===== src/common/bridge_defines.svh =====
`ifndef BRIDGE_DEFINES_SVH
`define BRIDGE_DEFINES_SVH

// cpu side word, used for both address and data
`define BRIDGE_WORD_W 32

// word address on the sram pins
// cpu address bits 21..2 map onto it
`define BRIDGE_SRAM_ADDR_W 20

// one enable per byte lane
`define BRIDGE_BE_W 4

// width of a serial data byte
`define BRIDGE_UART_BYTE_W 8

// address bit picking extram over baseram
`define BRIDGE_CHIP_SEL_BIT 22

// top address byte of the serial region
`define BRIDGE_UART_REGION 8'hBF

// low nibble of the status word inside the serial region
// any other offset is the data byte
`define BRIDGE_UART_STATUS_OFS 4'hC

`endif


===== src/common/bridge_pkg.sv =====
`default_nettype none

package bridge_pkg;

    `include "bridge_defines.svh"

    // plain vectors with a meaning
    typedef logic [`BRIDGE_WORD_W-1:0] word_t;
    typedef logic [`BRIDGE_SRAM_ADDR_W-1:0] sram_addr_t;
    // active high on the cpu side, inverted on the pins
    typedef logic [`BRIDGE_BE_W-1:0] byte_en_t;
    typedef logic [`BRIDGE_UART_BYTE_W-1:0] uart_byte_t;

    // data port command, held by the cpu until ack
    typedef struct packed {
        word_t addr;
        word_t wdata;
        logic we;
        byte_en_t be;
    } cpu_req_t;

    // everything one sram chip needs for one cycle
    typedef struct packed {
        sram_addr_t addr;
        // active low lane enables
        byte_en_t be_n;
        logic ce_n;
        logic oe_n;
        logic we_n;
        // put wdata on the shared bus
        logic drive;
        word_t wdata;
    } sram_cmd_t;

    // cpld uart sequencer
    typedef enum logic [2:0] {
        IDLE,
        TX_PULSE,
        WAIT_TBRE,
        WAIT_TSRE,
        RX_WAIT,
        RX_PULSE,
        DONE
    } uart_state_e;

endpackage

`default_nettype wire


===== src/uart/uart_cpld_ctrl.sv =====
`default_nettype none

module uart_cpld_ctrl import bridge_pkg::*; (
    input wire clk_11M0592,
    input wire reset_btn,
    // level request from the arbiter, one access at a time
    input wire req_i,
    input wire we_i,
    input wire uart_dataready_i,
    input wire uart_tbre_i,
    input wire uart_tsre_i,
    // low lane of the baseram bus
    input uart_byte_t bus_byte_i,
    output logic done_o,
    output uart_byte_t rbyte_o,
    output logic uart_rdn_o,
    output logic uart_wrn_o
);

    uart_state_e state_q;
    uart_state_e state_d;

    // next state
    always_comb begin
        state_d = state_q;
        case (state_q)
            IDLE: begin
                // pick direction from the held request
                if (req_i) begin
                    if (we_i) begin
                        state_d = TX_PULSE;
                    end else begin
                        state_d = RX_WAIT;
                    end
                end
            end
            TX_PULSE: begin
                // single cycle write strobe
                state_d = WAIT_TBRE;
            end
            WAIT_TBRE: begin
                // cpld took the byte into its buffer
                if (uart_tbre_i) begin
                    state_d = WAIT_TSRE;
                end
            end
            WAIT_TSRE: begin
                // shift register empty, byte is out on the line
                if (uart_tsre_i) begin
                    state_d = DONE;
                end
            end
            RX_WAIT: begin
                if (uart_dataready_i) begin
                    state_d = RX_PULSE;
                end
            end
            RX_PULSE: begin
                state_d = DONE;
            end
            DONE: begin
                // request still high here, not a new one
                state_d = IDLE;
            end
            default: begin
                state_d = IDLE;
            end
        endcase
    end

    always_ff @(posedge clk_11M0592) begin
        if (reset_btn) begin
            state_q <= IDLE;
        end else begin
            state_q <= state_d;
        end
    end

    // strobes registered from the next state
    // so each is low exactly for its pulse state, no glitches on the pins
    always_ff @(posedge clk_11M0592) begin
        if (reset_btn) begin
            uart_wrn_o <= 1'b1;
            uart_rdn_o <= 1'b1;
        end else begin
            uart_wrn_o <= state_d != TX_PULSE;
            uart_rdn_o <= state_d != RX_PULSE;
        end
    end

    // cpld drives the byte while rdn is low
    // sample it on the edge that ends the pulse
    always_ff @(posedge clk_11M0592) begin
        if (state_q == RX_PULSE) begin
            rbyte_o <= bus_byte_i;
        end
    end

    // one cycle, the arbiter acks the cpu here
    assign done_o = state_q == DONE;

endmodule

`default_nettype wire


===== config.mk =====
export PLATFORM = sky130hd
export DESIGN_NAME = uart_cpld_ctrl
export DESIGN_NICKNAME = d
export VERILOG_FILES = /design/src/common/bridge_pkg.sv /design/src/uart/uart_cpld_ctrl.sv
export VERILOG_INCLUDE_DIRS = /design/src /design/src/common
export SDC_FILE = /design/constraint.sdc
export NUM_CORES = 1
export LEC_CHECK = 0
export CAP_MARGIN = 20
export CORE_AREA = 4 4 41 43
export CTS_BUF_LIST = sky130_fd_sc_hd__clkbuf_4
export CTS_CLUSTER_SIZE = 14
export DETAILED_ROUTE_END_ITERATION = 8
export DIE_AREA = 0 0 45 47
export DONT_BUFFER_PORTS = 1
export GPL_TIMING_DRIVEN = 0
export PLACE_DENSITY = 0.5
export SYNTH_ARGS = -nofsm -noshare
export SYNTH_HDL_FRONTEND = slang
export SYNTH_SLANG_ARGS = --single-unit
export TNS_END_PERCENT = 5

===== constraint.sdc =====
create_clock -name clk_11M0592 -period 1.5 [get_ports clk_11M0592]
set_input_delay 0.15 -clock clk_11M0592 [delete_from_list [all_inputs] [get_ports clk_11M0592]]
set_output_delay 0.15 -clock clk_11M0592 [all_outputs]
set_load 0.005 [all_outputs]

==> results.py <==
metrics = {
    "outcome": {
        "status": "finished clean",
    },
    "timing": {
        "finalCritPeriodShare_pct": 89.1,
        "clock_skew_ns": 0.00264,
        "rsz0062_at_grt": "no",
        "final-setup-viol-count": 0,
        "slew_headroom_pct": 72.8,
        "finalMaxSlewViolations": 0,
        "min_period_ns": 1.34,
        "tightest_slew_ns": 0.407,
        "hold_ws_ns": 0.115,
        "fmax_mhz": 748,
        "hold_violations": 0,
        "fin_tns_setup_ns": 0,
    },
    "placement": {
        "port_buffers": 0,
        "hpwl_um": 651,
        "gp_congestion": 0.653,
    },
    "drt": {
        "drc_errors": 0,
        "wl_per_cell_um": 14.0,
        "viasPerCell": 4.84,
        "drt_pass1_iterations": 2,
        "drt_iter0_markers": 6,
        "ant_nets": 0,
        "routed_wirelength_um": 857,
        "vias": 295,
    },
    "die": {
        "core_area_um2": 1300,
        "die_y_um": 47,
        "io_pins": 26,
        "initial_core_util_pct": 36.0,
        "dieArea_um2": 2120,
        "fp.dieW_um": 45,
        "rows": 13,
    },
    "grt": {
        "grt_pass1_vias": 336,
        "grt_pass1_wl_um": 1400,
        "grt_max_degree": 9,
        "grt_antenna_before_repair": 0,
        "grt.total_usage_pct": 9.46,
        "grt_overflow": 0,
    },
    "worst_setup_path": {
        "worstPathArrival_ns": 1.48,
        "crit_slowest_cell": "or4b_1",
        "reg2reg_slack_ns": 0.16,
        "timing_worst_setup_path_type": "reg -> reg",
        "crit_required_ns": 1.64,
        "crit_chain": "or4b_1 -> o211a_1 -> nand2b_1",
        "cp_max_fo": 7,
        "endpoint_kind": "register",
        "startpoint_type": "register",
        "critical-path-max-stage-delay_ns": 0.53,
    },
    "synthesis": {
        "syn_area_um2": 468,
        "ys_seq_area_share_pct": 72.7,
        "synth_cells": 33,
        "syn_avg_cell_area_um2": 14.2,
        "synth_warnings": 0,
        "syn_nets": 48,
        "ys_ff_latch": 13,
        "synth_cell_types": 15,
    },
    "pwr": {
        "p_per_area_nw_per_um2": 1120,
        "leakagePower_uw": 0.000220,
        "ir_drop_mv": 0.554,
    },
    "cts": {
        "cts_buffers": 3,
        "cts.sinks": 13,
        "path_clk_slew_ns": 0.07,
        "clock-root-buffer": "clkbuf_4",
        "htree_levels": 1,
        "cts_buffer_depth": 2,
        "cts_tree": "built",
        "insertion_delay_ns": 0.26,
        "post_cts_buffers": 0,
    },
    "layout": {
        "fin_nets": 62,
        "syn_to_final_growth_pct": 30.2,
        "nFillCells": 133,
        "fin_util_pct": 46.8,
        "antennaDiodeCount": 0,
        "drive_above_1_share_pct": 13.0,
    },
    "worst_hold_path": {
        "hp-class": "in -> reg",
    },
    "run": {
        "cap_violations": 0,
    },
}
repair_timing:
action                                  4_1_cts  5_1_grt
gates resized for setup                       0        1
hold endpoints to repair                     11        0
hold buffers                                  9        0
endpoints found under the setup margin        0        8
critical path, delay by kind of cell, from the launching register on:
kind,cells,cell delay (ns)
AND/OR/NAND/NOR,2,0.67
flip-flops,1,0.37
AO/OA/AOI/OAI,1,0.17
final cells by class:
| type | instances | area (µm²) | area share, % |
|---|---|---|---|
| sequential | 13 | 340 | 55.9 |
| inverter | 2 | 7.51 | 1.23 |
| timing repair buffer | 9 | 90.1 | 14.8 |
| clock buffer | 4 | 30.0 | 4.93 |
| tap | 15 | 18.8 | 3.08 |
| multi-input combinational | 18 | 123 | 20.1 |
state kept, by name, indices dropped and copies added, names as in the netlist:
register,flops
uart_rdn_o,1
state_q,3
rbyte_o,8
uart_wrn_o,1
layout by cell type, fill, tap and decap left out:
| master | count |
|---|---|
| dlygate4sd3_1 | 9 |
| edfxtp_1 | 8 |
| dfxtp_1 | 5 |
| clkbuf_4 | 4 |
| nand2_1 | 3 |
| nor2_1 | 3 |
| inv_1 | 2 |
| nand2b_1 | 2 |
| nor2_2 | 1 |
| or2b_1 | 1 |
| a21oi_1 | 1 |
| mux2i_1 | 1 |
| nand3b_1 | 1 |
| a2111oi_2 | 1 |
| a21o_1 | 1 |
| or4b_1 | 1 |
| nand4b_1 | 1 |
| o211a_1 | 1 |
Yosys cell counts (all sizes together):
library cell / number / share of area [%]
a2111oi: 1 / 3.2
a21o: 1 / 1.6
or2b: 1 / 1.6
inv: 2 / 1.6
nand3b: 1 / 1.6
o211a: 1 / 2.1
nand4b: 1 / 1.9
dfxtp: 5 / 21
mux2i: 1 / 2.1
a21oi: 1 / 1.1
nand2b: 2 / 2.7
edfxtp: 8 / 51
nand2: 3 / 2.4
nor2: 4 / 3.2
or4b: 1 / 2.1
per-layer routing:
layer  global-route usage (%)  wire [µm]  vias to the layer above  share of wire (%)
met3                     5.36         81                        0                9.5
met2                     16.4        446                       16                 52
met1                     8.77        329                      135                 38
met5                        0          0                        -                  0
met4                     5.26          0                        0                  0
li1                         -          -                      144                  -
kinds of logic (layout without fill, tap and decap cells):
kind of cell / after synthesis / count (layout) / synth area share (%)
DFF: 13 / 13 / 72.7
and+or+nand+nor: 13 / 13 / 15.5
AOI/OAI and AO/OA: 4 / 4 / 8.02
buffers and inverters: 2 / 15 / 1.60
muxes: 1 / 1 / 2.14
worst paths after layout:
kind / to / cells after the start / startpoint
setup / recovery: uart_rdn_o / 3 / state_q[1]
hold / removal: uart_wrn_o / 3 / uart_dataready_i
setup reg to reg: uart_rdn_o / 3 / state_q[1]
hold reg to reg: uart_wrn_o / 3 / state_q[2]
power by group:
| part | internal (µW) | total (µW) | switching, µW |
|---|---|---|---|
| registers | 394 | 411 | 16.7 |
| logic | 35.4 | 56.8 | 21.5 |
| clock network | 121 | 216 | 95.6 |
per-stage QoR:
step	std cells	worst slack (ns)	instance area, µm²	power [µW]
2_1_floorplan	33	0.256	468	446
3_3_place_gp	48	0.144	487	452
3_5_place_dp	48	0.0878	487	455
4_1_cts	61	0.0720	607	690
5_1_grt	61	0.110	609	729
6_report	61	0.164	609	684
No activity file was read; power rests on OpenSTA's default activity.
