**src/common/bridge_defines.svh**
```systemverilog
`ifndef BRIDGE_DEFINES_SVH
`define BRIDGE_DEFINES_SVH

// cpu side word, used for both address and data
`define BRIDGE_WORD_W 32

// word address on the sram pins
// cpu address bits 21..2 map onto it
`define BRIDGE_SRAM_ADDR_W 20

// one enable per byte lane
`define BRIDGE_BE_W 4

// width of a serial data byte
`define BRIDGE_UART_BYTE_W 8

// address bit picking extram over baseram
`define BRIDGE_CHIP_SEL_BIT 22

// top address byte of the serial region
`define BRIDGE_UART_REGION 8'hBF

// low nibble of the status word inside the serial region
// any other offset is the data byte
`define BRIDGE_UART_STATUS_OFS 4'hC

`endif

```
**src/common/bridge_pkg.sv**
```systemverilog
`default_nettype none

package bridge_pkg;

    `include "bridge_defines.svh"

    // plain vectors with a meaning
    typedef logic [`BRIDGE_WORD_W-1:0] word_t;
    typedef logic [`BRIDGE_SRAM_ADDR_W-1:0] sram_addr_t;
    // active high on the cpu side, inverted on the pins
    typedef logic [`BRIDGE_BE_W-1:0] byte_en_t;
    typedef logic [`BRIDGE_UART_BYTE_W-1:0] uart_byte_t;

    // data port command, held by the cpu until ack
    typedef struct packed {
        word_t addr;
        word_t wdata;
        logic we;
        byte_en_t be;
    } cpu_req_t;

    // everything one sram chip needs for one cycle
    typedef struct packed {
        sram_addr_t addr;
        // active low lane enables
        byte_en_t be_n;
        logic ce_n;
        logic oe_n;
        logic we_n;
        // put wdata on the shared bus
        logic drive;
        word_t wdata;
    } sram_cmd_t;

    // cpld uart sequencer
    typedef enum logic [2:0] {
        IDLE,
        TX_PULSE,
        WAIT_TBRE,
        WAIT_TSRE,
        RX_WAIT,
        RX_PULSE,
        DONE
    } uart_state_e;

endpackage

`default_nettype wire

```
**src/design/mem_arbiter.sv**
```systemverilog
`default_nettype none

`include "bridge_defines.svh"

module mem_arbiter import bridge_pkg::*; (
    input wire clk_11M0592,
    input wire reset_btn,
    input wire data_req_i,
    input cpu_req_t data_cmd_i,
    input wire instr_req_i,
    input word_t instr_addr_i,
    input word_t base_rdata_i,
    input word_t ext_rdata_i,
    input wire uart_done_i,
    input uart_byte_t uart_rbyte_i,
    input wire uart_dataready_i,
    input wire uart_tsre_i,
    output sram_cmd_t base_cmd_o,
    output sram_cmd_t ext_cmd_o,
    output logic uart_req_o,
    output logic uart_we_o,
    output uart_byte_t uart_wbyte_o,
    output word_t data_rdata_o,
    output logic data_ack_o,
    output word_t instr_rdata_o,
    output logic instr_ack_o
);

    // chip deselected, bus released
    localparam sram_cmd_t sram_idle = '{
        addr: '0, be_n: '1, ce_n: 1'b1, oe_n: 1'b1, we_n: 1'b1, drive: 1'b0, wdata: '0
    };

    logic data_is_uart;
    logic data_is_status;
    logic done_q;

    // one selected chip access, reads leave the bus floating
    function automatic sram_cmd_t sram_access(input word_t addr, input byte_en_t be,
                                              input logic we, input word_t wdata);
        sram_cmd_t cmd;
        cmd.addr = addr[`BRIDGE_SRAM_ADDR_W+1:2];
        cmd.be_n = ~be;
        cmd.ce_n = 1'b0;
        cmd.oe_n = we;
        cmd.we_n = ~we;
        cmd.drive = we;
        cmd.wdata = wdata;
        return cmd;
    endfunction

    // region code in the top address byte
    assign data_is_uart = data_cmd_i.addr[`BRIDGE_WORD_W-1 -: 8] == `BRIDGE_UART_REGION;
    assign data_is_status = data_is_uart && data_cmd_i.addr[3:0] == `BRIDGE_UART_STATUS_OFS;

    assign uart_we_o = data_cmd_i.we;
    assign uart_wbyte_o = data_cmd_i.wdata[7:0];

    // high in the cycle after done
    // keeps a late request from restarting the sequencer
    always_ff @(posedge clk_11M0592) begin
        if (reset_btn) begin
            done_q <= 1'b0;
        end else begin
            done_q <= uart_done_i;
        end
    end

    always_comb begin
        base_cmd_o = sram_idle;
        ext_cmd_o = sram_idle;
        uart_req_o = 1'b0;
        data_rdata_o = '0;
        data_ack_o = 1'b0;
        instr_rdata_o = '0;
        instr_ack_o = 1'b0;
        if (data_req_i) begin
            if (data_is_status) begin
                // status answers at once
                data_rdata_o = word_t'({uart_dataready_i, uart_tsre_i});
                data_ack_o = 1'b1;
            end else if (data_is_uart) begin
                // level request until the sequencer reports done
                uart_req_o = !uart_done_i && !done_q;
                data_ack_o = uart_done_i;
                data_rdata_o = word_t'(uart_rbyte_i);
                if (data_cmd_i.we) begin
                    // byte on the shared bus for the cpld, chip stays off
                    base_cmd_o.drive = 1'b1;
                    base_cmd_o.wdata = word_t'(uart_wbyte_o);
                end
            end else if (data_cmd_i.addr[`BRIDGE_CHIP_SEL_BIT]) begin
                ext_cmd_o = sram_access(data_cmd_i.addr, data_cmd_i.be,
                                        data_cmd_i.we, data_cmd_i.wdata);
                data_rdata_o = ext_rdata_i;
                data_ack_o = 1'b1;
            end else begin
                base_cmd_o = sram_access(data_cmd_i.addr, data_cmd_i.be,
                                         data_cmd_i.we, data_cmd_i.wdata);
                data_rdata_o = base_rdata_i;
                data_ack_o = 1'b1;
            end
        end else if (instr_req_i) begin
            // fetch only when the data port is quiet, full word
            if (instr_addr_i[`BRIDGE_CHIP_SEL_BIT]) begin
                ext_cmd_o = sram_access(instr_addr_i, '1, 1'b0, '0);
                instr_rdata_o = ext_rdata_i;
            end else begin
                base_cmd_o = sram_access(instr_addr_i, '1, 1'b0, '0);
                instr_rdata_o = base_rdata_i;
            end
            instr_ack_o = 1'b1;
        end
    end

endmodule

`default_nettype wire

```
**config.mk**
```make
export PLATFORM = sky130hd
export DESIGN_NAME = mem_arbiter
export DESIGN_NICKNAME = d
export VERILOG_FILES = /design/src/common/bridge_pkg.sv /design/src/design/mem_arbiter.sv
export VERILOG_INCLUDE_DIRS = /design/src /design/src/common
export SDC_FILE = /design/constraint.sdc
export NUM_CORES = 1
export LEC_CHECK = 0
export BUFFER_PORTS_ARGS = -buffer_cell sky130_fd_sc_hd__buf_2
export CORE_AREA = 5 5 141 143
export DETAILED_ROUTE_END_ITERATION = 10
export DIE_AREA = 0 0 146 148
export GPL_TIMING_DRIVEN = 0
export PLACE_DENSITY = 0.4
export SYNTH_ARGS = -nofsm -noshare
export SYNTH_HDL_FRONTEND = slang
export SYNTH_SLANG_ARGS = --single-unit
export TNS_END_PERCENT = 20
```
**constraint.sdc**
```tcl
create_clock -name clk_11M0592 -period 2.1 [get_ports clk_11M0592]
set_clock_uncertainty 0.2 [all_clocks]
set_input_delay 0.315 -clock clk_11M0592 [delete_from_list [all_inputs] [get_ports clk_11M0592]]
set_output_delay 0.315 -clock clk_11M0592 [all_outputs]
set_load 0.1 [all_outputs]
```
==> results.md <==
* Seq cells post-synth at 1
* Syn Area/Cell at 7.14 sq um
* Final Worst Setup Slack at -161 ps
* Ratio of cells with drive above 1 in the final layout at 82.2%
* Antenna-violating nets left at 0
* Detailed-routing iteration count for the pre-antenna-repair pass at 4
* Hold Fails Final Rpt at 0
* Full die area at 0.0216 sq mm
* Die Wd at 146 um
* Cell area after synthesis at 0.00239 sq mm
* Synthesized net count at 514
* Maximum clock rate at 442 MHz
* Standard-cell rows at 50
* CP max FO at 8
* Gr ovfl total at 0
* PD cells at 394 mW/mm^2
* Remaining DRCs at 0
* Routed wire per std cell at 18.9 um
* Final Util at 40.6%
* Largest regs: done_q x1
* Vias per cell at 4.46
* Peak supply drop at 0.174 mV
* Post-layout instance area at 0.00749 sq mm
* Area of the placeable core at 0.0185 sq mm
* Clock transition time at the flip-flop clock pins of the worst setup and hold paths at 0 ps
* Number of placed I/O pins at 376
* Pin count of the biggest net entering global routing at 11
* Post-layout power at 2950 uW
* Half-perimeter wire length of the detailed placement result at 14400 um
* RePlAce Congestion at 0.792
* Final worst path period share at 108%
* Critical path data required time at 1580 ps
* Count of hold buffers inserted by post-cts repair at 0
* Vias at 4313
* Count of input and output buffers at 361
* Reg with most FFs: done_q
* Largest register FFs at 1
* Wirelength, routed at 18300 um
* Data arrival at the endpoint of the critical path at 1750 ps
* Critical path endpoint category: output pin
* Vias in the first global route at 4654
* Outcome: complete, but fails checks
* Wire length of the first global-routing pass at 26600 um
* Actual slew at the worst max-slew pin at 688 ps
* Initial antenna violation count at 1
* Initial Utilization at 12.9%
* RSZ-0062 raised after global routing: yes
* Distinct cell type count after synthesis at 36
* Final setup fails at 72
* Tightest slew margin relative to the limit at 54.1%
* Number of synthesis warnings at 0
* Post-placement cell area at 0.00519 sq mm
* Number of filler cells placed in the layout at 1806
* Startpoint types: input port
* Violated checks: negative setup slack
* Class of the most critical hold timing path: in -> reg
* Vertical die dimension at 148 um
* Static leakage at 0.00362 uW
* Number of design-rule violations left by the first detailed-router iteration at 113
* Final net count at 913
* Sequential fraction of the synthesis area at 0.839%
* Final number of max-transition violations at 0
* Max_cap viols at 0
* Worst Path Class, Setup: in -> out
* Area added between synthesis and finish at 214%
* Overall fraction of global-route tracks in use at 15.1%
* Min Tclk post-route at 2260 ps
* Cells after synthesis at 334
final cells by class:
class                      instances  area [sq um]  share of cell area, %
antenna                            2          5.00                 0.0668
buffer                            44           435                   5.81
inverter                           2          11.3                  0.150
multi-input combinational        285          2900                   38.7
sequential                         1          20.0                  0.267
tap                              234           293                   3.91
timing repair buffer             399          3830                   51.1
cell usage in the layout (no fill, tap or decap), types with 16 or more instances in the layout:
master and n:
sky130_fd_sc_hd__a32o_2 16, sky130_fd_sc_hd__and2_1 34, sky130_fd_sc_hd__and2_4 24, sky130_fd_sc_hd__buf_12 89, sky130_fd_sc_hd__buf_2 202, sky130_fd_sc_hd__buf_4 65
sky130_fd_sc_hd__buf_6 52, sky130_fd_sc_hd__buf_8 17, sky130_fd_sc_hd__mux2i_1 61, sky130_fd_sc_hd__nor2_2 53
per-stage QoR:
stage | hold slack, ps | setup slack (ps) | setup TNS [ps] | std cells
finish | 274 | -161 | -3340 | 967
global route | 282 | -207 | -8300 | 965
CTS | 279 | -195 | -6620 | 953
detailed placement | 279 | -959 | -96880 | 929
global placement | 279 | -880 | -92760 | 929
floorplan | 187 | -491 | -50500 | 334
what timing repair did:
action / 4_1_cts / 5_1_grt
gates resized for setup: 474 / 106
setup endpoints to repair: 184 / 170
pin swaps: 25 / 36
endpoints found under the hold margin: 0 / 0
buffers inserted: 24 / 12
cloned: 2 / 1
power breakdown:
part            leakage, uW  total (uW)  switching (uW)  internal, uW
sequential       0.00000834        21.3           0.829          20.4
clock          0.0000000127    0.000127               0      0.000127
combinational       0.00361        2930            2010           919
worst paths after layout:
path | startpoint | end | cells past startpoint
max | data_cmd_i[67] | base_cmd_o[7] | 6
min | reset_btn | done_q$_SDFF_PP0_ | 2
layer usage:
metal	GRT usage [%]	wire length, um
met1	17.1	6510
met2	29.7	10100
met3	3.80	1480
met4	0.847	159
met5	0	13
critical path, cell delays in order:
cell and delay, ps:
sky130_fd_sc_hd__buf_6 90, sky130_fd_sc_hd__nand4b_4 220, sky130_fd_sc_hd__or4_4 580, sky130_fd_sc_hd__buf_12 180, sky130_fd_sc_hd__a21boi_4 170, sky130_fd_sc_hd__buf_12 190
synthesized netlist by cell type, drive strengths merged:
cell type	n	area [sq um]
mux2i	63	631
and2	59	369
nor2	58	220
a32o	36	360
buf	27	180
clkbuf	19	71.3
o21ai	12	60.1
a21boi	10	93.8
nor3	7	35.0
a211oi	6	45.0
a22o	5	46.3
nand2b	5	31.3
nand2	4	15.0
nor2b	4	25.0
a311oi	3	26.3
a21oi	2	21.3
a221oi	2	17.5
inv	2	7.51
or4	2	20.0
a31o	1	8.76
and4	1	8.76
and4b	1	10.0
and4bb	1	12.5
dfxtp	1	20.0
nand3	1	5.00
nand4	1	21.3
nand4b	1	23.8
logic make-up (layout without fill, tap and decap cells):
group	after synthesis	count (layout)	share of synthesized area, %
AO/OA/AOI/OAI	77	77	28.5
buffers and inverters	48	445	10.9
flip-flops	1	1	0.839
multiplexers	63	63	26.4
other	0	2	0
AND/OR/NAND/NOR	145	145	33.4
Note: power is estimated with default switching activity, not from simulation.
